### src/spi_bridge_pkg.sv
// SPI to memory bridge shared definitions
// Widths, command bit positions, RAM latency and FSM state types
`default_nettype none

package spi_bridge_pkg;

    localparam int DATA_WIDTH      = 8;    // SPI byte and bus word
    localparam int ADDR_WIDTH      = 17;   // Bus address, A16..A0
    localparam int CMD_WRITE_BIT   = 7;    // 1 = write, 0 = read
    localparam int CMD_SETADDR_BIT = 6;    // 1 = set address, 0 = increment
    localparam int CMD_A16_BIT     = 0;    // Carries A16 on set-address
    localparam int RAM_LATENCY     = 2;    // Cycles from stb to ack
    localparam int RAM_DEPTH       = 1 << ADDR_WIDTH;

    // Counter widths
    localparam int BIT_CNT_WIDTH = $clog2(DATA_WIDTH);
    localparam int LAT_CNT_WIDTH = $clog2(RAM_LATENCY + 1);

    typedef logic [DATA_WIDTH-1:0]    data_t;
    typedef logic [ADDR_WIDTH-1:0]    addr_t;
    typedef logic [BIT_CNT_WIDTH-1:0] bit_cnt_t;
    typedef logic [LAT_CNT_WIDTH-1:0] lat_cnt_t;

    localparam bit_cnt_t LAST_BIT      = bit_cnt_t'(DATA_WIDTH - 1);  // Last bit of a byte
    localparam lat_cnt_t LAT_CNT_START = lat_cnt_t'(RAM_LATENCY);
    localparam lat_cnt_t LAT_CNT_LAST  = lat_cnt_t'(1);              // Ack count value

    // Command decoder states
    typedef enum logic [2:0] {
        DEC_CMD,        // Waiting for command byte
        DEC_DATA,       // Waiting for write data
        DEC_ADDR_HI,    // Waiting for A15..A8
        DEC_ADDR_LO,    // Waiting for A7..A0
        DEC_DONE        // Command issued, rest of frame ignored
    } dec_state_e;

    // Bus requester states
    typedef enum logic [1:0] {
        REQ_IDLE,       // No frame open
        REQ_RECEIVING,  // Frame open, command not complete yet
        REQ_BUSY        // Bus cycle running
    } req_state_e;

endpackage

`default_nettype wire

### src/spi_shifter.sv
// SPI mode 0 shifter, MCU pins oversampled in the design clock
// Shifts bytes in on rising SCK and out on falling SCK, MSB first
`timescale 1ns/10ps
`default_nettype none

module spi_shifter (
    input  logic                  spi_cs_ni,      // Design clock
    input  logic                  spi_sck_i,      // Async reset, active high
    input  logic                  mcu_cs_ni,      // MCU chip select, active low
    input  logic                  mcu_sck_i,      // MCU serial clock
    input  logic                  mcu_sd_i,       // MCU to bridge data
    output logic                  mcu_sd_o,       // Bridge to MCU data
    input  logic                  tx_load_i,      // New read data available
    input  spi_bridge_pkg::data_t tx_byte_i,
    output spi_bridge_pkg::data_t rx_byte_o,
    output logic                  rx_strobe_o,    // One pulse per received byte
    output logic                  frame_start_o,
    output logic                  frame_end_o
);

    logic [1:0] cs_sync;   // Two-flop synchronizers
    logic [1:0] sck_sync;
    logic [1:0] sd_sync;
    logic       cs_q;      // Previous synchronized values
    logic       sck_q;
    logic       sck_rise;
    logic       sck_fall;
    logic       cs_fall;
    logic       cs_rise;
    logic       selected;

    spi_bridge_pkg::bit_cnt_t bit_cnt;                              // Bits of current byte
    logic [spi_bridge_pkg::DATA_WIDTH-2:0] rx_shift;               // Bits received so far
    spi_bridge_pkg::data_t    tx_shift;
    spi_bridge_pkg::data_t    tx_hold;                             // Last read data

    always_ff @(posedge spi_cs_ni or posedge spi_sck_i) begin
        if (spi_sck_i) begin
            cs_sync  <= 2'b11;  // Deselected after reset
            sck_sync <= 2'b00;
            sd_sync  <= 2'b00;
            cs_q     <= 1'b1;
            sck_q    <= 1'b0;
        end else begin
            cs_sync  <= {cs_sync[0], mcu_cs_ni};
            sck_sync <= {sck_sync[0], mcu_sck_i};
            sd_sync  <= {sd_sync[0], mcu_sd_i};
            cs_q     <= cs_sync[1];
            sck_q    <= sck_sync[1];
        end
    end

    assign selected = ~cs_sync[1];
    assign sck_rise = sck_sync[1] & ~sck_q;
    assign sck_fall = ~sck_sync[1] & sck_q;
    assign cs_fall  = cs_q & ~cs_sync[1];
    assign cs_rise  = ~cs_q & cs_sync[1];

    // Bit counter, strobe and frame pulses
    always_ff @(posedge spi_cs_ni or posedge spi_sck_i) begin
        if (spi_sck_i) begin
            bit_cnt       <= '0;
            rx_strobe_o   <= 1'b0;
            frame_start_o <= 1'b0;
            frame_end_o   <= 1'b0;
        end else begin
            rx_strobe_o   <= 1'b0;
            frame_start_o <= cs_fall;
            frame_end_o   <= cs_rise;
            if (!selected) begin
                bit_cnt <= '0;  // Realign on every frame
            end else if (sck_rise) begin
                bit_cnt <= bit_cnt + 1'b1;
                if (bit_cnt == spi_bridge_pkg::LAST_BIT) begin
                    rx_strobe_o <= 1'b1;
                end
            end
        end
    end

    // Receive data path
    always_ff @(posedge spi_cs_ni) begin
        if (selected && sck_rise) begin
            rx_shift <= {rx_shift[spi_bridge_pkg::DATA_WIDTH-3:0], sd_sync[1]};
            if (bit_cnt == spi_bridge_pkg::LAST_BIT) begin
                rx_byte_o <= {rx_shift, sd_sync[1]};  // Full byte incl. last bit
            end
        end
    end

    // Transmit side, first byte of each frame returns tx_hold
    always_ff @(posedge spi_cs_ni or posedge spi_sck_i) begin
        if (spi_sck_i) begin
            tx_hold  <= '0;
            tx_shift <= '0;
        end else begin
            if (tx_load_i) begin
                tx_hold <= tx_byte_i;
            end
            if (cs_fall) begin
                tx_shift <= tx_load_i ? tx_byte_i : tx_hold;  // Bypass a same-cycle load
            end else if (selected && sck_fall) begin
                tx_shift <= {tx_shift[spi_bridge_pkg::DATA_WIDTH-2:0], 1'b0};
            end
        end
    end

    assign mcu_sd_o = tx_shift[spi_bridge_pkg::DATA_WIDTH-1];  // MSB first

endmodule

`default_nettype wire

### config.mk
export PLATFORM = sky130hd
export DESIGN_NAME = spi_shifter
export DESIGN_NICKNAME = d
export VERILOG_FILES = /design/src/spi_bridge_pkg.sv /design/src/spi_shifter.sv
export SDC_FILE = /design/constraint.sdc
export NUM_CORES = 1
export LEC_CHECK = 0
export BUFFER_PORTS_ARGS = -buffer_cell sky130_fd_sc_hd__buf_2
export CORE_UTILIZATION = 28
export DETAILED_ROUTE_END_ITERATION = 8
export SLEW_MARGIN = 20
export SYNTH_ARGS = -nofsm -noshare
export SYNTH_HDL_FRONTEND = slang
export SYNTH_SLANG_ARGS = --single-unit
### constraint.sdc
create_clock -name spi_cs_ni -period 3.9 [get_ports spi_cs_ni]
set_input_delay 0.975 -clock spi_cs_ni [delete_from_list [all_inputs] [get_ports spi_cs_ni]]
set_output_delay 0.975 -clock spi_cs_ni [all_outputs]
set_load 0.1 [all_outputs]
==> impl_metrics.py <==
metrics = {
    "run_status": {
        "status": "finished, final reports clean",
    },
    "grt": {
        "grt_pass1_vias": 939,
        "grt_pass1_wl_um": 4319,
        "grt_antenna_before_repair": 0,
        "grt_max_degree": 31,
        "overflow": 0,
        "grt_usage_pct": 9.605,
    },
    "flow_run": {
        "drv_cap": 0,
    },
    "logic_synthesis": {
        "syn_area_per_cell_um2": 15.19,
        "yosysSeqAreaShare_pct": 74.83,
        "yosysTopAreaCellShare_pct": 41.96,
        "yosysUniqueCellTypes": 26,
        "synth_edf_count": 15,
        "yosys_register_bits": 45,
        "async_reset_ff_share_pct": 66.67,
        "synth_area_um2": 1610,
        "synth_commonest_cells": "dfrtp_1 (27), edfxtp_1 (15), a21oi_1 (10)",
        "yosysWarnings": 0,
        "yosys.area.top_type": "dfrtp_1",
        "synth.most_common_cell": "dfrtp_1",
        "netlist_instances": 106,
        "yosys-top-cells-area": "dfrtp_1 (42%), edfxtp_1 (28%), mux2_2 (6.3%)",
        "syn_nets": 122,
        "ys.flop_type": "dfrtp_1",
    },
    "routing": {
        "postRouteAntennaNets": 0,
        "drt-total-wl_um": 2515,
        "drc": 0,
        "wl_per_cell_um": 12.15,
        "route.met3.wl_um": 117,
        "num_vias": 885,
        "avgViaCountPerCell": 4.275,
        "routed-wl-met2_um": 1202,
        "wl_met1_um": 1127,
        "top_layer_used": "met4",
        "drt_first_pass_iters": 4,
        "initialDrtViolationCount": 51,
    },
    "die": {
        "fp-row-count": 27,
        "die_y_um": 77.84,
        "dieArea_um2": 6058,
        "io_pins": 26,
        "fp.dieW_um": 77.84,
        "start_util_pct": 29.07,
        "coreArea_um2": 5540,
    },
    "setup_path": {
        "worst_ep_arrival_time_ns": 1.10,
        "rr_startpoint": "sck_q",
        "crit_type": "register to output port",
        "worstSetupStartpoint": "tx_shift[7]",
        "critPathMaxFanout": 3,
        "end_kind": "output port",
        "path_buf_inv": 1,
        "crit_required_ns": 2.92,
        "crit_path_start_kind": "register",
        "critPathTopFamily": "buffers and inverters",
        "critical-path-slowest-cell": "buf_2",
        "crit_chain": "buf_2",
        "crit_path_max_incr_delay_ns": 0.44,
    },
    "finish": {
        "antenna_cells": 0,
        "multi_input_area_um2": 377.9,
        "fin_nets": 150,
        "num-fill-cells": 561,
        "synthToLayoutAreaGrowth_pct": 19.50,
        "postLayoutCellArea_um2": 1924,
        "ff_latch_area_um2": 1205,
        "drive_gt1_share_pct": 35.56,
    },
    "placement": {
        "placed_area_um2": 1809,
        "place_hpwl_um": 1800,
        "io_buffers": 25,
        "gp_congestion": 0.7195,
    },
    "sta": {
        "post-route-period-util_pct": 53.31,
        "rsz0062_at_grt": "no",
        "setup_viol": 0,
        "worst_pin_slew_ns": 0.6254,
        "finalMaxSlewViolations": 0,
        "timing.fmax_ghz": 0.4810,
        "tns_ns": 0,
        "finalHoldViolations": 0,
        "worst_clock_skew_ns": 0.003302,
        "min_period_ns": 2.079,
        "relSlewSlack_pct": 58.15,
    },
    "cts": {
        "cts_buffer_depth": 2,
        "cts_root_buf": "clkbuf_8",
        "cts.clk_slew.worst_paths_ns": 0.08,
        "cts_buffers": 5,
        "ctsHoldBuffers": 0,
        "h-tree-depth": 2,
        "cts_setup_buffers": 0,
        "insertion_delay_ns": 0.29,
        "cts_resized": 0,
        "cts_tree": "yes",
        "cts.sink_count": 45,
    },
    "power_and_ir_drop": {
        "vdd.ir_drop.worst_mv": 0.1658,
        "powerDensity_nw_per_um2": 505.3,
        "power.leakage_nw": 0.8287,
    },
    "worst_hold_path": {
        "min_from": "sck_sync[0]",
        "hp-class": "register to register",
    },
}
-- layer usage --
layer  vias to the layer above  global-route usage (%)
met2                        26                   15.31
met1                       427                   11.46
li1                        427                       -
met3                         5                   2.118
met4                         0                   6.792
met5                         -                       0
-- registers in the layout, indices dropped and copies added (netlist names) --
register	flops
sck_sync	2
sd_sync	2
bit_cnt	3
rx_shift	7
cs_q	1
sck_q	1
frame_start_o	1
rx_byte_o	8
frame_end_o	1
tx_hold	8
cs_sync	2
tx_shift	8
rx_strobe_o	1
-- cell usage in the layout (no fill, tap or decap), types with 3 or more instances in the layout --
master and n:
dfrtp_1 27, buf_2 25, edfxtp_1 15, a21oi_1 10, mux2_2 9, nand2_1 6, nor2_1 5, clkbuf_8 5
nor3_1 4, dfstp_2 3
-- stage by stage --
| step | utilization (%) | worst slack, ns | instances | total power [mW] | hold slack, ns |
|---|---|---|---|---|---|
| after CTS | 34.73 | 1.803 | 207 | 0.9849 | 0.3543 |
| after global placement | 32.66 | 1.891 | 199 | 0.6316 | 0.3344 |
| after floorplan | - | 1.914 | 106 | 0.6120 | 0.3312 |
| after detailed placement | 32.66 | 1.853 | 199 | 0.6359 | 0.3347 |
| after global routing | 34.73 | 1.769 | 207 | 1.011 | 0.3643 |
| final | 34.73 | 1.821 | 207 | 0.9723 | 0.3530 |
-- where the power goes --
group | leakage, nW | internal, mW | switching (mW) | total (mW)
sequential | 0.493 | 0.520 | 0.0170 | 0.537
clock | 0.0543 | 0.192 | 0.156 | 0.348
combinational | 0.281 | 0.0339 | 0.0538 | 0.0876
-- final timing paths --
check / end / slack [ns] / cells past startpoint
worst max-delay path: mcu_sd_o / 1.82 / 1
worst min-delay path: sck_sync[1] / 0.35 / 0
worst max register to register: rx_byte_o[6] / 1.96 / 3
worst min register to register: sck_sync[1] / 0.35 / 0
max in group asynchronous: bit_cnt[0] / 2.75 / 2
min in group asynchronous: frame_end_o / 0.75 / 2
-- layout make-up --
type,count,area share [%]
clock buffer,5,3.576
clock inverter,3,2.406
inverter,3,0.5852
multi-input combinational,54,19.64
sequential,45,62.61
tap,72,4.681
timing repair buffer,25,6.502
-- kinds of logic (layout without fill, tap and decap cells) --
family                     Yosys count  in the layout  synth area share (%)
AOI/OAI and AO/OA                   15             15                 5.129
and+or+nand+nor                     24             24                 7.771
buffers and inverters                7             36                 1.709
xor gates and xnor gates             1              1                0.5440
adders and majority gates            2              2                 1.554
DFF                                 45             45                 74.83
muxes                               12             12                 8.469
No activity file was read; power rests on OpenSTA's default activity.
