`config.mk`:
```
export PLATFORM = sky130hd
export DESIGN_NAME = bus_requester_flat
export DESIGN_NICKNAME = d
export VERILOG_FILES = /design/src/spi_bridge_pkg.sv /design/src/cmd_if.sv /design/src/wb_if.sv /design/src/bus_requester.sv /design/src/flat_wrapper.sv
export SDC_FILE = /design/constraint.sdc
export NUM_CORES = 1
export LEC_CHECK = 0
export ABC_AREA = 1
export BUFFER_PORTS_ARGS = -buffer_cell sky130_fd_sc_hd__buf_2
export CAP_MARGIN = 20
export CORE_UTILIZATION = 36
export CTS_BUF_LIST = sky130_fd_sc_hd__clkbuf_16
export DETAILED_ROUTE_END_ITERATION = 6
export PLACE_DENSITY = 0.75
export SLEW_MARGIN = 20
export SYNTH_ARGS = -nofsm -noshare
export SYNTH_HDL_FRONTEND = slang
export SYNTH_SLANG_ARGS = --single-unit
```
`constraint.sdc`:
```
create_clock -name spi_cs_ni -period 2.2 [get_ports spi_cs_ni]
set_input_delay 0.11 -clock spi_cs_ni [delete_from_list [all_inputs] [get_ports spi_cs_ni]]
set_output_delay 0.11 -clock spi_cs_ni [all_outputs]
set_load 0.1 [all_outputs]
```
`src/spi_bridge_pkg.sv`:
```
// SPI to memory bridge shared definitions
// Widths, command bit positions, RAM latency and FSM state types
`default_nettype none

package spi_bridge_pkg;

    localparam int DATA_WIDTH      = 8;    // SPI byte and bus word
    localparam int ADDR_WIDTH      = 17;   // Bus address, A16..A0
    localparam int CMD_WRITE_BIT   = 7;    // 1 = write, 0 = read
    localparam int CMD_SETADDR_BIT = 6;    // 1 = set address, 0 = increment
    localparam int CMD_A16_BIT     = 0;    // Carries A16 on set-address
    localparam int RAM_LATENCY     = 2;    // Cycles from stb to ack
    localparam int RAM_DEPTH       = 1 << ADDR_WIDTH;

    // Counter widths
    localparam int BIT_CNT_WIDTH = $clog2(DATA_WIDTH);
    localparam int LAT_CNT_WIDTH = $clog2(RAM_LATENCY + 1);

    typedef logic [DATA_WIDTH-1:0]    data_t;
    typedef logic [ADDR_WIDTH-1:0]    addr_t;
    typedef logic [BIT_CNT_WIDTH-1:0] bit_cnt_t;
    typedef logic [LAT_CNT_WIDTH-1:0] lat_cnt_t;

    localparam bit_cnt_t LAST_BIT      = bit_cnt_t'(DATA_WIDTH - 1);  // Last bit of a byte
    localparam lat_cnt_t LAT_CNT_START = lat_cnt_t'(RAM_LATENCY);
    localparam lat_cnt_t LAT_CNT_LAST  = lat_cnt_t'(1);              // Ack count value

    // Command decoder states
    typedef enum logic [2:0] {
        DEC_CMD,        // Waiting for command byte
        DEC_DATA,       // Waiting for write data
        DEC_ADDR_HI,    // Waiting for A15..A8
        DEC_ADDR_LO,    // Waiting for A7..A0
        DEC_DONE        // Command issued, rest of frame ignored
    } dec_state_e;

    // Bus requester states
    typedef enum logic [1:0] {
        REQ_IDLE,       // No frame open
        REQ_RECEIVING,  // Frame open, command not complete yet
        REQ_BUSY        // Bus cycle running
    } req_state_e;

endpackage

`default_nettype wire

```
`src/cmd_if.sv`:
```
// Decoded command from the command decoder to the bus requester
// Fields hold until the command byte of the next frame
`timescale 1ns/10ps
`default_nettype none

interface cmd_if;

    logic                  valid;  // One-cycle pulse per frame
    logic                  we;     // 1 = write
    spi_bridge_pkg::addr_t addr;   // Target address
    spi_bridge_pkg::data_t wdata;  // Write data

    // Decoder side
    modport source (
        output valid,
        output we,
        output addr,
        output wdata
    );

    // Requester side
    modport sink (
        input valid,
        input we,
        input addr,
        input wdata
    );

endinterface

`default_nettype wire

```
`src/wb_if.sv`:
```
// Internal single-master Wishbone-style bus
// stb pulses once per cycle, cyc holds until ack
`timescale 1ns/10ps
`default_nettype none

interface wb_if;

    logic                  cyc;    // Cycle in progress
    logic                  stb;    // Request strobe, one cycle
    logic                  we;     // 1 = write
    spi_bridge_pkg::addr_t adr;
    spi_bridge_pkg::data_t dat_w;  // Master to slave
    logic                  ack;    // One-cycle termination pulse
    spi_bridge_pkg::data_t dat_r;  // Valid with ack

    modport master (
        output cyc,
        output stb,
        output we,
        output adr,
        output dat_w,
        input  ack,
        input  dat_r
    );

    modport slave (
        input  cyc,
        input  stb,
        input  we,
        input  adr,
        input  dat_w,
        output ack,
        output dat_r
    );

endinterface

`default_nettype wire
```
`src/bus_requester.sv`:
```
// Bus requester
// Runs one bus cycle per command, drives stall and returns read data
`timescale 1ns/10ps
`default_nettype none

module bus_requester (
    input  logic                  spi_cs_ni,      // Design clock
    input  logic                  spi_sck_i,      // Async reset, active high
    input  logic                  frame_start_i,
    input  logic                  frame_end_i,
    cmd_if.sink                   cmd,
    wb_if.master                  bus,
    output logic                  tx_load_o,      // Read data for the shifter
    output spi_bridge_pkg::data_t tx_byte_o,
    output logic                  stall_o         // MCU must wait while high
);

    spi_bridge_pkg::req_state_e state;
    logic                       start;  // Command accepted this cycle

    assign start = (state == spi_bridge_pkg::REQ_RECEIVING) && cmd.valid && !frame_end_i;

    always_ff @(posedge spi_cs_ni or posedge spi_sck_i) begin
        if (spi_sck_i) begin
            state     <= spi_bridge_pkg::REQ_IDLE;
            bus.stb   <= 1'b0;
            tx_load_o <= 1'b0;
        end else begin
            bus.stb   <= start;
            tx_load_o <= 1'b0;
            unique case (state)
                spi_bridge_pkg::REQ_IDLE: begin
                    if (frame_start_i) begin
                        state <= spi_bridge_pkg::REQ_RECEIVING;
                    end
                end
                spi_bridge_pkg::REQ_RECEIVING: begin
                    if (frame_end_i) begin
                        state <= spi_bridge_pkg::REQ_IDLE;  // Frame ended early
                    end else if (start) begin
                        state <= spi_bridge_pkg::REQ_BUSY;
                    end
                end
                spi_bridge_pkg::REQ_BUSY: begin
                    if (bus.ack) begin
                        state     <= spi_bridge_pkg::REQ_IDLE;
                        tx_load_o <= ~bus.we;  // Only reads return data
                    end else if (frame_end_i) begin
                        state <= spi_bridge_pkg::REQ_IDLE;
                    end
                end
                default: begin
                    state <= spi_bridge_pkg::REQ_IDLE;
                end
            endcase
        end
    end

    // Cycle payload, captured once per command
    always_ff @(posedge spi_cs_ni) begin
        if (start) begin
            bus.we    <= cmd.we;
            bus.adr   <= cmd.addr;
            bus.dat_w <= cmd.wdata;
        end
        if (state == spi_bridge_pkg::REQ_BUSY && bus.ack && !bus.we) begin
            tx_byte_o <= bus.dat_r;
        end
    end

    assign bus.cyc = (state == spi_bridge_pkg::REQ_BUSY);
    assign stall_o = (state != spi_bridge_pkg::REQ_IDLE);  // Frame open or cycle running

endmodule

`default_nettype wire

```
`src/flat_wrapper.sv`:
```
// flat-port wrapper written by rule: the top's interface ports become plain ports
module bus_requester_flat 
  (spi_cs_ni, spi_sck_i, frame_start_i, frame_end_i, tx_load_o, tx_byte_o, stall_o, cmd_valid, cmd_we, cmd_addr, cmd_wdata, bus_cyc, bus_stb, bus_we, bus_adr, bus_dat_w, bus_ack, bus_dat_r);
  cmd_if cmd_i ();
  wb_if bus_i ();
  input  logic spi_cs_ni;
  input  logic spi_sck_i;
  input  logic frame_start_i;
  input  logic frame_end_i;
  output logic tx_load_o;
  output spi_bridge_pkg::data_t tx_byte_o;
  output logic stall_o;
  input wire logic [$bits(cmd_i.valid)-1:0] cmd_valid;
  input wire logic [$bits(cmd_i.we)-1:0] cmd_we;
  input wire logic [$bits(cmd_i.addr)-1:0] cmd_addr;
  input wire logic [$bits(cmd_i.wdata)-1:0] cmd_wdata;
  output wire logic [$bits(bus_i.cyc)-1:0] bus_cyc;
  output wire logic [$bits(bus_i.stb)-1:0] bus_stb;
  output wire logic [$bits(bus_i.we)-1:0] bus_we;
  output wire logic [$bits(bus_i.adr)-1:0] bus_adr;
  output wire logic [$bits(bus_i.dat_w)-1:0] bus_dat_w;
  input wire logic [$bits(bus_i.ack)-1:0] bus_ack;
  input wire logic [$bits(bus_i.dat_r)-1:0] bus_dat_r;
  assign cmd_i.valid = cmd_valid;
  assign cmd_i.we = cmd_we;
  assign cmd_i.addr = cmd_addr;
  assign cmd_i.wdata = cmd_wdata;
  assign bus_cyc = bus_i.cyc;
  assign bus_stb = bus_i.stb;
  assign bus_we = bus_i.we;
  assign bus_adr = bus_i.adr;
  assign bus_dat_w = bus_i.dat_w;
  assign bus_i.ack = bus_ack;
  assign bus_i.dat_r = bus_dat_r;
  bus_requester u_core (.spi_cs_ni(spi_cs_ni), .spi_sck_i(spi_sck_i), .frame_start_i(frame_start_i), .frame_end_i(frame_end_i), .cmd(cmd_i), .bus(bus_i), .tx_load_o(tx_load_o), .tx_byte_o(tx_byte_o), .stall_o(stall_o));
endmodule
```
==> flow_summary.json, run 1 <==
{
  "total_power_mw": 1.710,
  "instances_no_fill": 186,
  "place_area_mm2": 0.001655,
  "gp_congestion": 0.7071,
  "cts.clk_slew.worst_paths_ns": 0.05,
  "drc": 0,
  "yosysSeqAreaShare": 0.9304,
  "cts_max_level": 2,
  "final_area_mm2": 0.001794,
  "wl_per_cell_um": 12.18,
  "cts.sinks": 38,
  "syn_area_per_cell_um2": 21.14,
  "fp.dieH_um": 59.85,
  "routed-via-count": 753,
  "synth_top_area_frac": 0.8474,
  "place_inst": 179,
  "drive_above_1_share": 0.6197,
  "worst_pin_slew_ns": 0.6097,
  "postRouteAntennaNets": 0,
  "layout.cells.most_common_list": "buf_2, edfxtp_1, clkbuf_16",
  "first_pass_iters": 4,
  "wl_mm": 2.265,
  "final.setup.tns_ns": 0,
  "report.final.slew_viol_count": 0,
  "ys_seq_elements": 38,
  "cts.path.max_buffers": 2,
  "drv_cap": 0,
  "ir_drop_uv": 552.1,
  "finalCritPeriodShare": 0.6782,
  "utilization": 0.5782,
  "die-area_mm2": 0.003582,
  "yosys_warnings": 0,
  "setup_viol": 0,
  "synth_area_leader_cell": "edfxtp_1",
  "nets": 183,
  "ys_types": 10,
  "cts_setup_buffers": 0,
  "areaGrowthSynthToFinish_pct": 48.91,
  "grt_pass1_vias": 727,
  "min_period_ns": 1.492,
  "initialDrtViolationCount": 20,
  "coreArea_mm2": 0.003103,
  "cts_tree": "yes",
  "syn_area_mm2": 0.001205,
  "netlist_instances": 57,
  "cp.arrival_ns": 1.40,
  "core.rowCount": 20,
  "critPathRequiredTime_ns": 2.10,
  "start_util": 0.3883,
  "grt_pass1_wl_mm": 3.036,
  "power.density_mw_per_mm2": 953.1,
  "grt_overflow_total": 0,
  "grt_antenna_before_repair": 0,
  "dieWidth_um": 59.85,
  "rsz0062_at_grt": "false",
  "grt_max_degree": 28,
  "critical_path.max_fanout": 8,
  "synthTopCellsByArea": "edfxtp_1, dfrtp_1, nor2_1",
  "min_path_type": "in -> reg",
  "antenna_cells": 0,
  "slew_headroom": 0.5920,
  "io_pins": 78,
  "syn-num-nets": 97,
  "hold_viol_final": 0,
  "crit_type": "reg -> reg",
  "cp-start-kind": "register",
  "layout.cells.most_common": "buf_2",
  "cts_root_buf": "clkbuf_16",
  "timing.fmax_ghz": 0.6702,
  "status": "completed",
  "end_kind": "register",
  "skew_ns": 0.001257,
  "dp_hpwl_mm": 1.758,
  "portBuffers": 77,
  "clk_latency_ns": 0.27,
  "numCtsBuffers": 5,
  "grtUsageTotal": 0.1293,
  "power_leakage_nw": 0.7944,
  "via_per_inst": 4.048
}
[cells in the mapped netlist, drive strengths merged]
master   n
nand3    1
nand2    4
o31ai    1
edfxtp  34
o21ai    1
dfrtp    4
nor2     6
inv      6
[area by class of cell]
type	instances	area, µm²
Clock buffer	5	125.1
Clock inverter	1	3.754
Fill cell	271	1309
Inverter	6	22.52
Multi-Input combinational cell	13	63.81
Sequential cell	38	1121
Tap cell	44	55.05
Timing Repair Buffer	79	402.9
[per-stage QoR]
| step | hold slack [ns] | worst slack, ns |
|---|---|---|
| 2_1_floorplan | -0.1239 | 0.01597 |
| 3_5_place_dp | 0.003714 | 0.6813 |
| 5_1_grt | 0.006293 | 0.5778 |
| 3_3_place_gp | 0.001361 | 0.7627 |
| 4_1_cts | 0.004750 | 0.6704 |
| 6_report | 0.01251 | 0.7080 |
[critical path, cell delays in order (launching register included)]
cell and delay [ns]:
dfrtp_1 0.41, nor2_2 0.16, nand2_1 0.08, nor2_1 0.48
[routing by layer]
| metal | routed length, µm | up-vias | track usage | part of all wire |
|---|---|---|---|---|
| li1 | - | 373 | - | - |
| met3 | 194 | 3 | 0.07576 | 0.086 |
| met5 | 0 | - | 0 | 0 |
| met1 | 828 | 341 | 0.1225 | 0.37 |
| met4 | 14 | 0 | 0.08638 | 0.0062 |
| met2 | 1228 | 36 | 0.2095 | 0.54 |
[power by group]
part / internal [mW] / total [mW] / leakage, nW / switching (mW)
Combinational: 0.0475 / 0.260 / 0.369 / 0.212
Sequential: 0.818 / 0.827 / 0.363 / 0.00905
Clock: 0.401 / 0.623 / 0.0632 / 0.222
Total: 1.27 / 1.71 / 0.794 / 0.444
[sequential cells by signal, summed over array words and instances, names as in the netlist]
register          cells
u_core.tx_byte_o      8
u_core.bus.dat_w      8
u_core.bus.we         1
u_core.bus.adr       17
u_core.state          2
u_core.tx_load_o      1
u_core.bus.stb        1
[worst paths after layout]
check                                                  from                            end  slack [ns]  cells past startpoint
worst max register to register  u_core.state[0]$_DFFE_PP0P_  u_core.tx_byte_o[3]$_DFFE_PP_        0.71                      3
worst max-delay path            u_core.state[0]$_DFFE_PP0P_  u_core.tx_byte_o[3]$_DFFE_PP_        0.71                      3
max in group asynchronous                         spi_sck_i    u_core.state[1]$_DFFE_PP0P_        1.79                      3
worst min register to register      u_core.bus.we$_DFFE_PP_     u_core.tx_load_o$_DFF_PP0_        0.44                      1
min in group asynchronous                         spi_sck_i       u_core.bus.stb$_DFF_PP0_        0.26                      3
worst min-delay path                           cmd_wdata[2]  u_core.bus.dat_w[2]$_DFFE_PP_        0.01                      1
[timing repair]
item	4_1_cts	5_1_grt
hold endpoints to repair	4	0
hold buffers	1	0
gates resized for setup	0	0
[logic make-up after synthesis]
family          after synthesis  share of synthesized area
simple gates                 11                    0.03738
flops                        38                     0.9304
buf+inv                       6                    0.01869
compound gates                2                    0.01350
Note: power is estimated with default switching activity, not from simulation.
==> run 2: changes to the inputs <==
--- a/config.mk
+++ b/config.mk
@@ -8,10 +8,10 @@
 export ABC_AREA = 1
 export BUFFER_PORTS_ARGS = -buffer_cell sky130_fd_sc_hd__buf_2
 export CAP_MARGIN = 20
-export CORE_UTILIZATION = 36
+export CORE_UTILIZATION = 40
 export CTS_BUF_LIST = sky130_fd_sc_hd__clkbuf_16
 export DETAILED_ROUTE_END_ITERATION = 6
-export PLACE_DENSITY = 0.75
+export PLACE_DENSITY = 0.78
 export SLEW_MARGIN = 20
 export SYNTH_ARGS = -nofsm -noshare
 export SYNTH_HDL_FRONTEND = slang
==> constraint.sdc (replaced) <==
create_clock -name spi_cs_ni -period 1.53 [get_ports spi_cs_ni]
set_input_delay 0.0765 -clock spi_cs_ni [delete_from_list [all_inputs] [get_ports spi_cs_ni]]
set_output_delay 0.0765 -clock spi_cs_ni [all_outputs]
set_load 0.1 [all_outputs]
==> flow_summary.json, run 2 (same netlist as run 1, synthesis figures left out) <==
{
  "finalCritPeriodShare": 0.9230,
  "power_leakage_nw": 0.9544,
  "cts.sinks": 38,
  "use_met2": 0.4084,
  "portBuffers": 77,
  "grt_pass1_wl_mm": 4.595,
  "cpMaxStageDelayCell": "dfrtp_1",
  "postRouteAntennaNets": 0,
  "antenna_cells": 0,
  "cts.path.max_buffers": 2,
  "initialDrtViolationCount": 33,
  "place_ws_ns": 0.2044,
  "r2r_end": "u_core.bus.adr[7]$_DFFE_PP_",
  "slew_headroom": 0.6688,
  "violations": "DRC",
  "crit_chain": "inv_2 > nor2_1 > nand2_1 > nor2_4 > buf_12",
  "critical_path.top_delay_family": "simple AND/OR/NAND/NOR gates",
  "first_pass_iters": 6,
  "wl_per_cell_um": 14.97,
  "min_period_ns": 1.412,
  "reg2reg_depth": 5,
  "min_path_type": "in -> reg",
  "instances_no_fill": 208,
  "cpPeakStageDelay_ns": 0.42,
  "n_fill_cell": 161,
  "grt_max_degree": 28,
  "drv_cap": 0,
  "final_area_mm2": 0.002181,
  "ir_drop_uv": 1279,
  "layout.cells.most_common": "buf_2",
  "rsz0062_at_grt": "false",
  "drc": 10,
  "largest_register_ffs": 17,
  "cts_resized": 0,
  "path_depth": 5,
  "crit_end": "u_core.bus.adr[7]$_DFFE_PP_",
  "max_flop_register": "u_core.bus.adr",
  "cts.clk_slew.worst_paths_ns": 0.05,
  "fp.dieH_um": 56.89,
  "status": "complete, but fails checks",
  "setup_viol": 0,
  "wl_mm": 3.114,
  "grt_pass1_vias": 1012,
  "cts_max_level": 2,
  "areaGrowthSynthToFinish_pct": 81.00,
  "worst_slack_ns": 0.1178,
  "place_inst": 166,
  "numCtsBuffers": 5,
  "io_pins": 78,
  "cts_root_buf": "clkbuf_16",
  "power.density_mw_per_mm2": 1257,
  "crit_type": "reg -> reg",
  "die-area_mm2": 0.003236,
  "worst_pin_slew_ns": 0.5002,
  "r2r_setup_slack_ns": 0.12,
  "layout.cells.most_common_list": "buf_2, dlygate4sd3_1, edfxtp_1",
  "end_kind": "register",
  "reg_top3": "u_core.bus.adr: 17 flops, u_core.bus.dat_w: 8 flops, u_core.tx_byte_o: 8 flops",
  "cts_tree": "yes",
  "critPathBufInv": 2,
  "grtUsageTotal": 0.2101,
  "critical_path.max_fanout": 27,
  "nets": 217,
  "drive_above_1_share": 0.5198,
  "start_util": 0.4295,
  "gr-usage-met3": 0.07604,
  "timing.fmax_ghz": 0.7081,
  "core.rowCount": 19,
  "critPathRequiredTime_ns": 1.50,
  "dp_hpwl_mm": 1.712,
  "setup.worst_path.start": "u_core.state[0]$_DFFE_PP0P_",
  "worstHoldStart": "frame_start_i",
  "via_per_inst": 4.587,
  "gp_congestion": 0.6384,
  "skew_ns": 0.002845,
  "dieWidth_um": 56.89,
  "busiest_layer": "met2",
  "timing.rr.start": "u_core.state[0]$_DFFE_PP0P_",
  "report.final.slew_viol_count": 0,
  "cp.arrival_ns": 1.39,
  "grt_antenna_before_repair": 0,
  "grt_overflow_total": 0,
  "cp-start-kind": "register",
  "hold_viol_final": 0,
  "clk_latency_ns": 0.27,
  "met1_usage": 0.1695,
  "place_area_mm2": 0.001672,
  "coreArea_mm2": 0.002805,
  "routed-via-count": 954
}
[run 2: cell types whose count changed in the layout (fill, tap and decap cells not counted), sizes merged]
cell	delta
bufinv	+1
dlygate4sd3	+34
[run 2: layout make-up]
type,instances,area (µm²),area share
Clock buffer,5,125.1,0.05737
Timing Repair Buffer,113,755.7,0.3465
Inverter,6,22.52,0.01033
Multi-Input combinational cell,13,83.83,0.03844
Clock inverter,2,33.78,0.01549
Tap cell,31,38.79,0.01779
Sequential cell,38,1121,0.5141
[run 2: worst min path at each step]
stage	endpoint	slack, ns	cells past startpoint
final	u_core.state[0]$_DFFE_PP0P_	0.05	3
after global routing	u_core.state[0]$_DFFE_PP0P_	0.07	3
after CTS	u_core.state[0]$_DFFE_PP0P_	0.04	3
after detailed placement	u_core.tx_load_o$_DFF_PP0_	-0.02	2
after global placement	u_core.tx_load_o$_DFF_PP0_	-0.03	2
after floorplan	u_core.bus.stb$_DFF_PP0_	-0.16	1
[run 2: worst register-to-register path, delay by kind of cell (launching register included)]
kind / cells / cell delay, ns
flip-flops: 1 / 0.42
buffers and inverters: 2 / 0.25
AND/OR/NAND/NOR: 3 / 0.44
[run 2: routing by layer]
| metal | share of wire | up-vias |
|---|---|---|
| met3 | 0.073 | 11 |
| met5 | 0 | - |
| met4 | 0.042 | 0 |
| li1 | - | 443 |
| met1 | 0.31 | 447 |
| met2 | 0.58 | 53 |
[run 2: through the flow]
step | hold WS, ns | TNS (ns) | power [mW] | util
5_1_grt | 0.07150 | 0 | 2.818 | 0.7774
6_report | 0.05287 | 0 | 2.742 | 0.7774
2_1_floorplan | -0.1574 | -0.5280 | 1.498 | -
4_1_cts | 0.04092 | 0 | 2.766 | 0.7774
3_3_place_gp | -0.03029 | 0 | 1.587 | 0.5959
3_5_place_dp | -0.02221 | 0 | 1.594 | 0.5959
[run 2: what timing repair did]
action                                 in CTS  in global routing
buffers inserted                            0                  0
endpoints found under the hold margin      38                  0
hold buffers                               35                  0
[run 2: power by group]
group	internal [mW]	switching, mW	total (mW)	leakage (nW)
combinational	0.131	0.328	0.459	0.515
clock	0.752	0.340	1.09	0.0773
sequential	1.18	0.0158	1.19	0.363
total	2.06	0.684	2.74	0.954
