### src/spi_bridge_pkg.sv
// SPI to memory bridge shared definitions
// Widths, command bit positions, RAM latency and FSM state types
`default_nettype none

package spi_bridge_pkg;

    localparam int DATA_WIDTH      = 8;    // SPI byte and bus word
    localparam int ADDR_WIDTH      = 17;   // Bus address, A16..A0
    localparam int CMD_WRITE_BIT   = 7;    // 1 = write, 0 = read
    localparam int CMD_SETADDR_BIT = 6;    // 1 = set address, 0 = increment
    localparam int CMD_A16_BIT     = 0;    // Carries A16 on set-address
    localparam int RAM_LATENCY     = 2;    // Cycles from stb to ack
    localparam int RAM_DEPTH       = 1 << ADDR_WIDTH;

    // Counter widths
    localparam int BIT_CNT_WIDTH = $clog2(DATA_WIDTH);
    localparam int LAT_CNT_WIDTH = $clog2(RAM_LATENCY + 1);

    typedef logic [DATA_WIDTH-1:0]    data_t;
    typedef logic [ADDR_WIDTH-1:0]    addr_t;
    typedef logic [BIT_CNT_WIDTH-1:0] bit_cnt_t;
    typedef logic [LAT_CNT_WIDTH-1:0] lat_cnt_t;

    localparam bit_cnt_t LAST_BIT      = bit_cnt_t'(DATA_WIDTH - 1);  // Last bit of a byte
    localparam lat_cnt_t LAT_CNT_START = lat_cnt_t'(RAM_LATENCY);
    localparam lat_cnt_t LAT_CNT_LAST  = lat_cnt_t'(1);              // Ack count value

    // Command decoder states
    typedef enum logic [2:0] {
        DEC_CMD,        // Waiting for command byte
        DEC_DATA,       // Waiting for write data
        DEC_ADDR_HI,    // Waiting for A15..A8
        DEC_ADDR_LO,    // Waiting for A7..A0
        DEC_DONE        // Command issued, rest of frame ignored
    } dec_state_e;

    // Bus requester states
    typedef enum logic [1:0] {
        REQ_IDLE,       // No frame open
        REQ_RECEIVING,  // Frame open, command not complete yet
        REQ_BUSY        // Bus cycle running
    } req_state_e;

endpackage

`default_nettype wire

### src/cmd_if.sv
// Decoded command from the command decoder to the bus requester
// Fields hold until the command byte of the next frame
`timescale 1ns/10ps
`default_nettype none

interface cmd_if;

    logic                  valid;  // One-cycle pulse per frame
    logic                  we;     // 1 = write
    spi_bridge_pkg::addr_t addr;   // Target address
    spi_bridge_pkg::data_t wdata;  // Write data

    // Decoder side
    modport source (
        output valid,
        output we,
        output addr,
        output wdata
    );

    // Requester side
    modport sink (
        input valid,
        input we,
        input addr,
        input wdata
    );

endinterface

`default_nettype wire

### src/cmd_decoder.sv
// Command decoder
// Parses command, data and address bytes, issues one command per frame
`timescale 1ns/10ps
`default_nettype none

module cmd_decoder (
    input  logic                  spi_cs_ni,      // Design clock
    input  logic                  spi_sck_i,      // Async reset, active high
    input  spi_bridge_pkg::data_t rx_byte_i,
    input  logic                  rx_strobe_i,
    input  logic                  frame_start_i,
    cmd_if.source                 cmd
);

    spi_bridge_pkg::dec_state_e state;
    logic                       set_addr;  // Address bytes follow

    always_ff @(posedge spi_cs_ni or posedge spi_sck_i) begin
        if (spi_sck_i) begin
            state     <= spi_bridge_pkg::DEC_CMD;
            set_addr  <= 1'b0;
            cmd.valid <= 1'b0;
            cmd.we    <= 1'b0;
            cmd.addr  <= '0;
        end else begin
            cmd.valid <= 1'b0;  // Pulse only
            if (frame_start_i) begin
                state <= spi_bridge_pkg::DEC_CMD;
            end else if (rx_strobe_i) begin
                unique case (state)
                    spi_bridge_pkg::DEC_CMD: begin
                        cmd.we   <= rx_byte_i[spi_bridge_pkg::CMD_WRITE_BIT];
                        set_addr <= rx_byte_i[spi_bridge_pkg::CMD_SETADDR_BIT];
                        if (rx_byte_i[spi_bridge_pkg::CMD_SETADDR_BIT]) begin
                            // A16 comes with the command byte
                            cmd.addr[spi_bridge_pkg::ADDR_WIDTH-1] <=
                                rx_byte_i[spi_bridge_pkg::CMD_A16_BIT];
                        end else begin
                            cmd.addr <= cmd.addr + 1'b1;  // Wraps at 2^17
                        end
                        if (rx_byte_i[spi_bridge_pkg::CMD_WRITE_BIT]) begin
                            state <= spi_bridge_pkg::DEC_DATA;
                        end else if (rx_byte_i[spi_bridge_pkg::CMD_SETADDR_BIT]) begin
                            state <= spi_bridge_pkg::DEC_ADDR_HI;
                        end else begin
                            state     <= spi_bridge_pkg::DEC_DONE;  // Read, next address
                            cmd.valid <= 1'b1;
                        end
                    end
                    spi_bridge_pkg::DEC_DATA: begin
                        if (set_addr) begin
                            state <= spi_bridge_pkg::DEC_ADDR_HI;
                        end else begin
                            state     <= spi_bridge_pkg::DEC_DONE;
                            cmd.valid <= 1'b1;
                        end
                    end
                    spi_bridge_pkg::DEC_ADDR_HI: begin
                        cmd.addr[2*spi_bridge_pkg::DATA_WIDTH-1:spi_bridge_pkg::DATA_WIDTH] <=
                            rx_byte_i;
                        state <= spi_bridge_pkg::DEC_ADDR_LO;
                    end
                    spi_bridge_pkg::DEC_ADDR_LO: begin
                        cmd.addr[spi_bridge_pkg::DATA_WIDTH-1:0] <= rx_byte_i;
                        state     <= spi_bridge_pkg::DEC_DONE;
                        cmd.valid <= 1'b1;
                    end
                    spi_bridge_pkg::DEC_DONE: begin
                        state <= spi_bridge_pkg::DEC_DONE;  // Extra bytes ignored
                    end
                    default: begin
                        state <= spi_bridge_pkg::DEC_CMD;
                    end
                endcase
            end
        end
    end

    // Write data byte
    always_ff @(posedge spi_cs_ni) begin
        if (rx_strobe_i && state == spi_bridge_pkg::DEC_DATA) begin
            cmd.wdata <= rx_byte_i;
        end
    end

endmodule

`default_nettype wire

### src/flat_wrapper.sv
// flat-port wrapper written by rule: the top's interface ports become plain ports
module cmd_decoder_flat 
  (spi_cs_ni, spi_sck_i, rx_byte_i, rx_strobe_i, frame_start_i, cmd_valid, cmd_we, cmd_addr, cmd_wdata);
  cmd_if cmd_i ();
  input  logic spi_cs_ni;
  input  logic spi_sck_i;
  input  spi_bridge_pkg::data_t rx_byte_i;
  input  logic rx_strobe_i;
  input  logic frame_start_i;
  output wire logic [$bits(cmd_i.valid)-1:0] cmd_valid;
  output wire logic [$bits(cmd_i.we)-1:0] cmd_we;
  output wire logic [$bits(cmd_i.addr)-1:0] cmd_addr;
  output wire logic [$bits(cmd_i.wdata)-1:0] cmd_wdata;
  assign cmd_valid = cmd_i.valid;
  assign cmd_we = cmd_i.we;
  assign cmd_addr = cmd_i.addr;
  assign cmd_wdata = cmd_i.wdata;
  cmd_decoder u_core (.spi_cs_ni(spi_cs_ni), .spi_sck_i(spi_sck_i), .rx_byte_i(rx_byte_i), .rx_strobe_i(rx_strobe_i), .frame_start_i(frame_start_i), .cmd(cmd_i));
endmodule
### config.mk
export PLATFORM = sky130hd
export DESIGN_NAME = cmd_decoder_flat
export DESIGN_NICKNAME = d
export VERILOG_FILES = /design/src/spi_bridge_pkg.sv /design/src/cmd_if.sv /design/src/cmd_decoder.sv /design/src/flat_wrapper.sv
export SDC_FILE = /design/constraint.sdc
export NUM_CORES = 1
export LEC_CHECK = 0
export BUFFER_PORTS_ARGS = -buffer_cell sky130_fd_sc_hd__buf_2
export CELL_PAD_IN_SITES_DETAIL_PLACEMENT = 1
export CELL_PAD_IN_SITES_GLOBAL_PLACEMENT = 1
export CORE_MARGIN = 1.5
export CORE_UTILIZATION = 43
export DETAILED_ROUTE_END_ITERATION = 16
export GPL_TIMING_DRIVEN = 1
export PLACE_DENSITY_LB_ADDON = 0.1
export REMOVE_ABC_BUFFERS = 1
export SETUP_SLACK_MARGIN = 0.05
export SLEW_MARGIN = 20
export SYNTH_ARGS = -nofsm -noshare
export SYNTH_HDL_FRONTEND = slang
export SYNTH_SLANG_ARGS = --single-unit
export TNS_END_PERCENT = 10
### constraint.sdc
create_clock -name spi_cs_ni -period 5.6 [get_ports spi_cs_ni]
set_input_delay 0.56 -clock spi_cs_ni [delete_from_list [all_inputs] [get_ports spi_cs_ni]]
set_output_delay 0.56 -clock spi_cs_ni [all_outputs]
set_load 0.03 [all_outputs]
==> results.py, run 1 <==
metrics = {
    "finish": {
        "fin_util_pct": 53.37,
        "fin_area_mm2": 0.001983,
        "stdcell_count": 260,
        "drive_above_1_share_pct": 23.58,
        "diodes": 0,
        "area_growth_pct": 17.23,
        "fin_nets": 224,
    },
    "timing": {
        "max_freq_mhz": 468.9,
        "max_slew_margin_pct": 36.88,
        "slew_violations": 0,
        "setup_viol": 0,
        "min_period_ns": 2.133,
        "finalCritPeriodShare_pct": 38.08,
        "finalHoldViolations": 0,
        "timing.setup.tns_ns": 0,
        "rsz0062_at_grt": "no",
        "worst_pin_slew_ns": 0.9448,
        "skew_ns": 0.005801,
        "hold_ws_ns": 0.4585,
    },
    "synthesis": {
        "async_flop_share_pct": 74.19,
        "postSynthRegisterBits": 31,
        "synth_area_leaders": "dfrtp_1 (34%), edfxtp_1 (14%), a21oi_1 (5.0%)",
        "synth.top_cell.area_share_pct": 34.02,
        "synth_common_cells": "dfrtp_1 (23), a21oi_1 (17), nand2_1 (14)",
        "yosysUniqueCellTypes": 43,
        "synth_top_area_cell": "dfrtp_1",
        "syn_avg_cell_area_um2": 9.503,
        "ys_seq_area_share_pct": 48.22,
        "synthFlopType": "dfrtp_1",
        "syn_area_mm2": 0.001692,
        "ys_warn_count": 0,
        "yosysMostFrequentCell": "dfrtp_1",
        "netlist_instances": 178,
        "synth-edff-count": 8,
    },
    "floorplan": {
        "pin_count": 39,
        "fp.dieH_um": 65.72,
        "die_x_um": 65.72,
        "core_mm2": 0.003716,
        "rows": 22,
        "initial_core_util_pct": 45.52,
        "dieArea_mm2": 0.004319,
    },
    "power_and_ir_drop": {
        "p_int_mw": 0.4594,
        "power_density_mw_per_mm2": 399.1,
        "power.share.clock_pct": 21.5,
        "p_sw_share_pct": 41.96,
        "power_switching_mw": 0.3321,
        "peakVddDrop_v": 0.0001999,
        "p_leak_nw": 0.8552,
        "pwr-share-seq_pct": 44.1,
        "comb_power_share_pct": 34.4,
    },
    "grt": {
        "antenna_found_initial": 0,
        "overflow": 0,
        "grt_start_max_net_pins": 24,
        "grt_pass1_vias": 1567,
        "grt_pass1_wl_um": 7541,
        "globalRouteTotalUtil_pct": 23.83,
    },
    "route": {
        "wire_per_inst_um": 17.59,
        "via_per_inst": 5.858,
        "num_vias": 1523,
        "wl_um": 4574,
        "drtPass1Iterations": 4,
        "drc": 0,
        "ant_nets": 0,
        "drtIter0Drc": 78,
    },
    "setup_path": {
        "cp.arrival_ns": 2.31,
        "path_max_fanout": 16,
        "critPathKind": "flip-flop to flip-flop",
        "startpoint_type": "flip-flop",
        "endpoint_kind": "flip-flop",
        "required_ns": 5.78,
    },
    "cts": {
        "cts_root_buffer": "clkbuf_8",
        "ctsHtreeMaxLevel": 2,
        "clk_pin_slew_ns": 0.06,
        "clk_latency_ns": 0.29,
        "clock_sinks": 31,
        "hold_buffers": 0,
        "cts_tree": "yes",
        "ctsResizeCount": 0,
        "cts_buffer_depth": 2,
        "cts_setup_buffers": 0,
        "numCtsBuffers": 5,
    },
    "place": {
        "gp_congestion": 0.7751,
        "numPlacedInstances": 252,
        "dp.final_hpwl_um": 3278,
        "portBuffers": 38,
        "dpl_cell_area_mm2": 0.001898,
    },
    "hold_path": {
        "hold_path_class": "input port to flip-flop",
    },
    "outcome": {
        "status": "complete, no violations",
    },
    "flow_run": {
        "max-cap-violations": 0,
    },
}
cells by family (layout without fill, tap and decap cells):
family / after synthesis / count (layout) / synth area share [%]
DFF: 31 / 31 / 48.22
adders and majority gates: 1 / 1 / 0.7395
buffers and inverters: 14 / 48 / 3.254
and+or+nand+nor: 76 / 76 / 25.00
muxes: 6 / 6 / 3.698
AOI/OAI and AO/OA: 50 / 50 / 19.08
metal layers:
metal | part of all wire, % | GRT usage (%) | vias to the layer above
met5 | 0 | 0 | -
met4 | 1.3 | 10.16 | 0
met3 | 4.6 | 4.795 | 4
met2 | 51 | 40.28 | 37
met1 | 44 | 29.41 | 745
li1 | - | - | 737
cell type report:
type / instances / area (um2)
clock inverters: 1 / 5.005
fillers: 459 / 1733
well taps: 48 / 60.06
clock buffers: 7 / 76.32
inverters: 1 / 3.754
flip-flops and latches: 31 / 815.8
repair buffers: 39 / 197.7
multi-input cells: 133 / 824.5
layout by cell type, fill, tap and decap left out, drive strengths merged, types with 2 or more instances in the layout:
cell / netlist / layout
a21oi: 17 / 17
a22o: 2 / 2
a2bb2oi: 6 / 6
a311oi: 2 / 2
a31oi: 2 / 2
and2: 2 / 2
and3: 6 / 6
and4: 2 / 2
buf: 2 / 39
clkbuf: 11 / 7
dfrtp: 23 / 23
edfxtp: 8 / 8
mux2: 2 / 2
mux2i: 4 / 4
nand2: 14 / 14
nand2b: 5 / 5
nand3: 9 / 9
nand4: 4 / 4
nor2: 10 / 10
nor2b: 4 / 4
nor3: 5 / 5
nor3b: 2 / 2
nor4: 3 / 3
o21ai: 8 / 8
o22ai: 5 / 5
or3: 4 / 4
or3b: 2 / 2
power by group through the flow:
stage | clock network [mW] | registers, mW | logic (mW)
final | 0.170 | 0.349 | 0.272
after global routing | 0.186 | 0.357 | 0.298
after CTS | 0.178 | 0.348 | 0.275
after detailed placement | 0 | 0.352 | 0.275
after global placement | 0 | 0.345 | 0.267
after floorplan | 0 | 0.425 | 0.104
worst max-delay path, cell delays in order, from the launching register on:
cell and delay, ns:
dfrtp_1 0.53, or3_1 0.47, a21oi_2 0.53, o21ai_0 0.21, a22o_1 0.27
per-stage QoR:
| step | setup WS (ns) | total power, mW |
|---|---|---|
| 6_report | 3.467 | 0.7915 |
| 5_1_grt | 3.315 | 0.8413 |
| 4_1_cts | 3.126 | 0.8013 |
| 3_5_place_dp | 2.919 | 0.6263 |
| 3_3_place_gp | 3.083 | 0.6122 |
| 2_1_floorplan | 3.428 | 0.5287 |
state kept, by name, indices dropped and copies added, names as in the netlist:
register,cells
u_core.cmd.addr,17
u_core.cmd.valid,1
u_core.cmd.wdata,8
u_core.cmd.we,1
u_core.set_addr,1
u_core.state,3
worst paths after layout:
kind / slack (ns) / startpoint / endpoint / cells after the start
setup / recovery: 3.47 / u_core.state[1] / u_core.cmd.addr[7] / 4
hold / removal: 0.46 / frame_start_i / u_core.state[0] / 2
setup reg to reg: 3.47 / u_core.state[1] / u_core.cmd.addr[7] / 4
hold reg to reg: 0.51 / u_core.cmd.we / u_core.cmd.we / 1
max in group asynchronous: 4.54 / spi_sck_i / u_core.cmd.addr[9] / 2
min in group asynchronous: 0.47 / spi_sck_i / u_core.cmd.addr[2] / 2
Note: power is estimated with default switching activity, not from simulation.
==> run 2, diff against run 1 <==
--- a/config.mk
+++ b/config.mk
@@ -5,11 +5,12 @@
 export SDC_FILE = /design/constraint.sdc
 export NUM_CORES = 1
 export LEC_CHECK = 0
+export ABC_AREA = 1
 export BUFFER_PORTS_ARGS = -buffer_cell sky130_fd_sc_hd__buf_2
 export CELL_PAD_IN_SITES_DETAIL_PLACEMENT = 1
 export CELL_PAD_IN_SITES_GLOBAL_PLACEMENT = 1
 export CORE_MARGIN = 1.5
-export CORE_UTILIZATION = 43
+export CORE_UTILIZATION = 39
 export DETAILED_ROUTE_END_ITERATION = 16
 export GPL_TIMING_DRIVEN = 1
 export PLACE_DENSITY_LB_ADDON = 0.1
==> constraint.sdc (replaced) <==
create_clock -name spi_cs_ni -period 2.1 [get_ports spi_cs_ni]
set_input_delay 0.21 -clock spi_cs_ni [delete_from_list [all_inputs] [get_ports spi_cs_ni]]
set_output_delay 0.21 -clock spi_cs_ni [all_outputs]
set_load 0.03 [all_outputs]
==> results.py, run 2 <==
metrics = {
    "cts": {
        "cts_tree": "yes",
        "clk_pin_slew_ns": 0.07,
        "clock_sinks": 31,
        "cts_buffer_depth": 2,
        "numCtsBuffers": 5,
        "clk_latency_ns": 0.29,
        "cts_root_buffer": "clkbuf_8",
        "ctsResizeCount": 0,
        "ctsHtreeMaxLevel": 2,
    },
    "synthesis": {
        "ys_seq_area_share_pct": 42.42,
        "ys_warn_count": 0,
        "synth.top_cell.area_share_pct": 29.93,
        "synth_common_cells": "nand2_1 (77), nor2_1 (36), inv_1 (31)",
        "postSynthRegisterBits": 31,
        "netlist_instances": 258,
        "synthFlopType": "dfrtp_1",
        "synth_area_leaders": "dfrtp_1 (30%), nand2_1 (15%), edfxtp_1 (12%)",
        "async_flop_share_pct": 74.19,
        "synth-edff-count": 8,
        "yosysMostFrequentCell": "nand2_1",
        "synth_top_area_cell": "dfrtp_1",
        "syn_avg_cell_area_um2": 7.454,
        "syn_area_mm2": 0.001923,
        "yosysUniqueCellTypes": 33,
    },
    "finish": {
        "drive_above_1_share_pct": 22.37,
        "largest_register_ffs": 17,
        "stdcell_count": 371,
        "diodes": 0,
        "fin_area_mm2": 0.002262,
        "reg_top3": "u_core.cmd.addr x17, u_core.cmd.wdata x8, u_core.state x3",
        "fin_util_pct": 47.89,
        "final_common_cell": "nand2_1",
        "top_register": "u_core.cmd.addr",
        "fin_nets": 316,
        "area_growth_pct": 17.63,
        "final_cell_mix": "nand2_1 (77), buf_2 (38), nor2_1 (36)",
    },
    "setup_path": {
        "path_max_fanout": 12,
        "critPathBufInv": 3,
        "endpoint_kind": "flip-flop",
        "cp_slowest_cell": "dfrtp_1",
        "critPathKind": "flip-flop to flip-flop",
        "startpoint_type": "flip-flop",
        "cp_top_family": "simple AND/OR/NAND/NOR gates",
        "cp.arrival_ns": 1.74,
        "path_cells": "inv_1 -> nor2_2 -> nand2_2 -> clkinv_4 -> nand2_2 -> nand2_4 -> inv_2 -> a21oi_1 -> nor2_1",
        "cpPeakStageDelay_ns": 0.43,
        "cp_common_cell": "nand2_2",
        "required_ns": 2.28,
    },
    "timing": {
        "finalHoldViolations": 0,
        "hold_ws_ns": 0.1196,
        "setup_viol": 0,
        "min_period_ns": 1.558,
        "max_slew_margin_pct": 67.41,
        "max_freq_mhz": 641.7,
        "timing.setup.tns_ns": 0,
        "rsz0062_at_grt": "no",
        "finalCritPeriodShare_pct": 74.21,
        "slew_violations": 0,
        "setup_ws_ns": 0.5416,
        "skew_ns": 0.008061,
        "worst_pin_slew_ns": 0.4871,
    },
    "route": {
        "num_vias": 1790,
        "drtIter0Drc": 59,
        "wl_met3_um": 161,
        "via_per_inst": 4.825,
        "drc": 0,
        "wl_um": 5202,
        "drtPass1Iterations": 4,
        "wl_met2_um": 2518,
        "ant_nets": 0,
        "wl_met1_um": 2401,
        "topRoutingLayerUsed": "met4",
        "wire_per_inst_um": 14.02,
    },
    "power_and_ir_drop": {
        "power_switching_mw": 1.120,
        "power_density_mw_per_mm2": 1082,
        "p_sw_share_pct": 45.79,
        "power.share.clock_pct": 19.2,
        "comb_power_share_pct": 40.8,
        "p_leak_nw": 1.182,
        "pwr-share-seq_pct": 39.9,
        "p_int_mw": 1.326,
        "p_total_mw": 2.447,
        "peakVddDrop_v": 0.0003263,
    },
    "grt": {
        "antenna_found_initial": 0,
        "overflow": 0,
        "globalRouteTotalUtil_pct": 21.97,
        "grt_start_max_net_pins": 24,
        "grt_pass1_wl_um": 8776,
        "grt_pass1_vias": 1831,
    },
    "floorplan": {
        "initial_core_util_pct": 40.72,
        "dieArea_mm2": 0.005361,
        "die_x_um": 73.22,
        "pin_count": 39,
        "fp.dieH_um": 73.22,
        "core_mm2": 0.004723,
        "rows": 25,
    },
    "flow_run": {
        "max-cap-violations": 0,
    },
    "place": {
        "numPlacedInstances": 362,
        "dpl_cell_area_mm2": 0.002171,
        "gp_congestion": 0.8345,
        "dp.final_hpwl_um": 3895,
        "place_ws_ns": 0.5246,
        "portBuffers": 38,
    },
    "hold_path": {
        "hold_path_class": "input port to flip-flop",
    },
    "outcome": {
        "status": "complete, no violations",
    },
}
==> run 2: worst reg2reg max path: stages (launching register included) <==
cell and delay, ns:
dfrtp_1 0.43, inv_1 0.09, nor2_2 0.13, nand2_2 0.19, clkinv_4 0.14, nand2_2 0.07, nand2_4 0.15, inv_2 0.09
a21oi_1 0.13, nor2_1 0.05
==> run 2: cell type report <==
class                   count  area [um2]
repair buffers             42       222.7
inverters                  36       140.1
flip-flops and latches     31       815.8
fillers                   624        2461
multi-input cells         187       918.4
well taps                  67       83.83
clock buffers               7       76.32
clock inverters             1       5.005
==> run 2: timing repair <==
action,CTS,global route
hold endpoints to repair,23,0
hold buffers,1,0
setup buffers,0,0
==> run 2: power by group through the flow <==
| stage | Sequential [mW] | Clock [mW] | Combinational (mW) |
|---|---|---|---|
| after CTS | 0.979 | 0.490 | 1.01 |
| after floorplan | 1.23 | 0 | 0.447 |
| after global placement | 0.983 | 0 | 0.985 |
| after detailed placement | 0.990 | 0 | 1.00 |
| after global routing | 1.01 | 0.506 | 1.12 |
| final | 0.977 | 0.471 | 0.999 |
==> run 2: worst paths after layout <==
| check | to | cells after the start | from | slack [ns] |
|---|---|---|---|---|
| max in group asynchronous | u_core.cmd.addr[6] | 4 | spi_sck_i | 1.33 |
| max | u_core.cmd.addr[7] | 9 | u_core.state[0] | 0.54 |
| max reg2reg | u_core.cmd.addr[7] | 9 | u_core.state[0] | 0.54 |
| min in group asynchronous | u_core.cmd.addr[11] | 4 | spi_sck_i | 0.52 |
| min | u_core.cmd.wdata[5] | 1 | rx_byte_i[5] | 0.12 |
| min reg2reg | u_core.cmd.we | 2 | u_core.cmd.we | 0.50 |
==> run 2: per-layer routing <==
metal / GRT usage [%] / vias up
met1: 27.84 / 847
met2: 37.07 / 33
met3: 3.039 / 9
li1: - / 901
met5: 0 / -
met4: 9.644 / 0
==> run 2: cells by family (layout without fill, tap and decap cells) <==
logic type | Yosys count | after routing | share of synthesized area, %
flops | 31 | 31 | 42.42
simple gates | 154 | 154 | 36.04
xor+xnor | 5 | 5 | 2.278
compound gates | 27 | 27 | 8.784
buf+inv | 40 | 86 | 9.824
fa+ha+maj | 1 | 1 | 0.6505
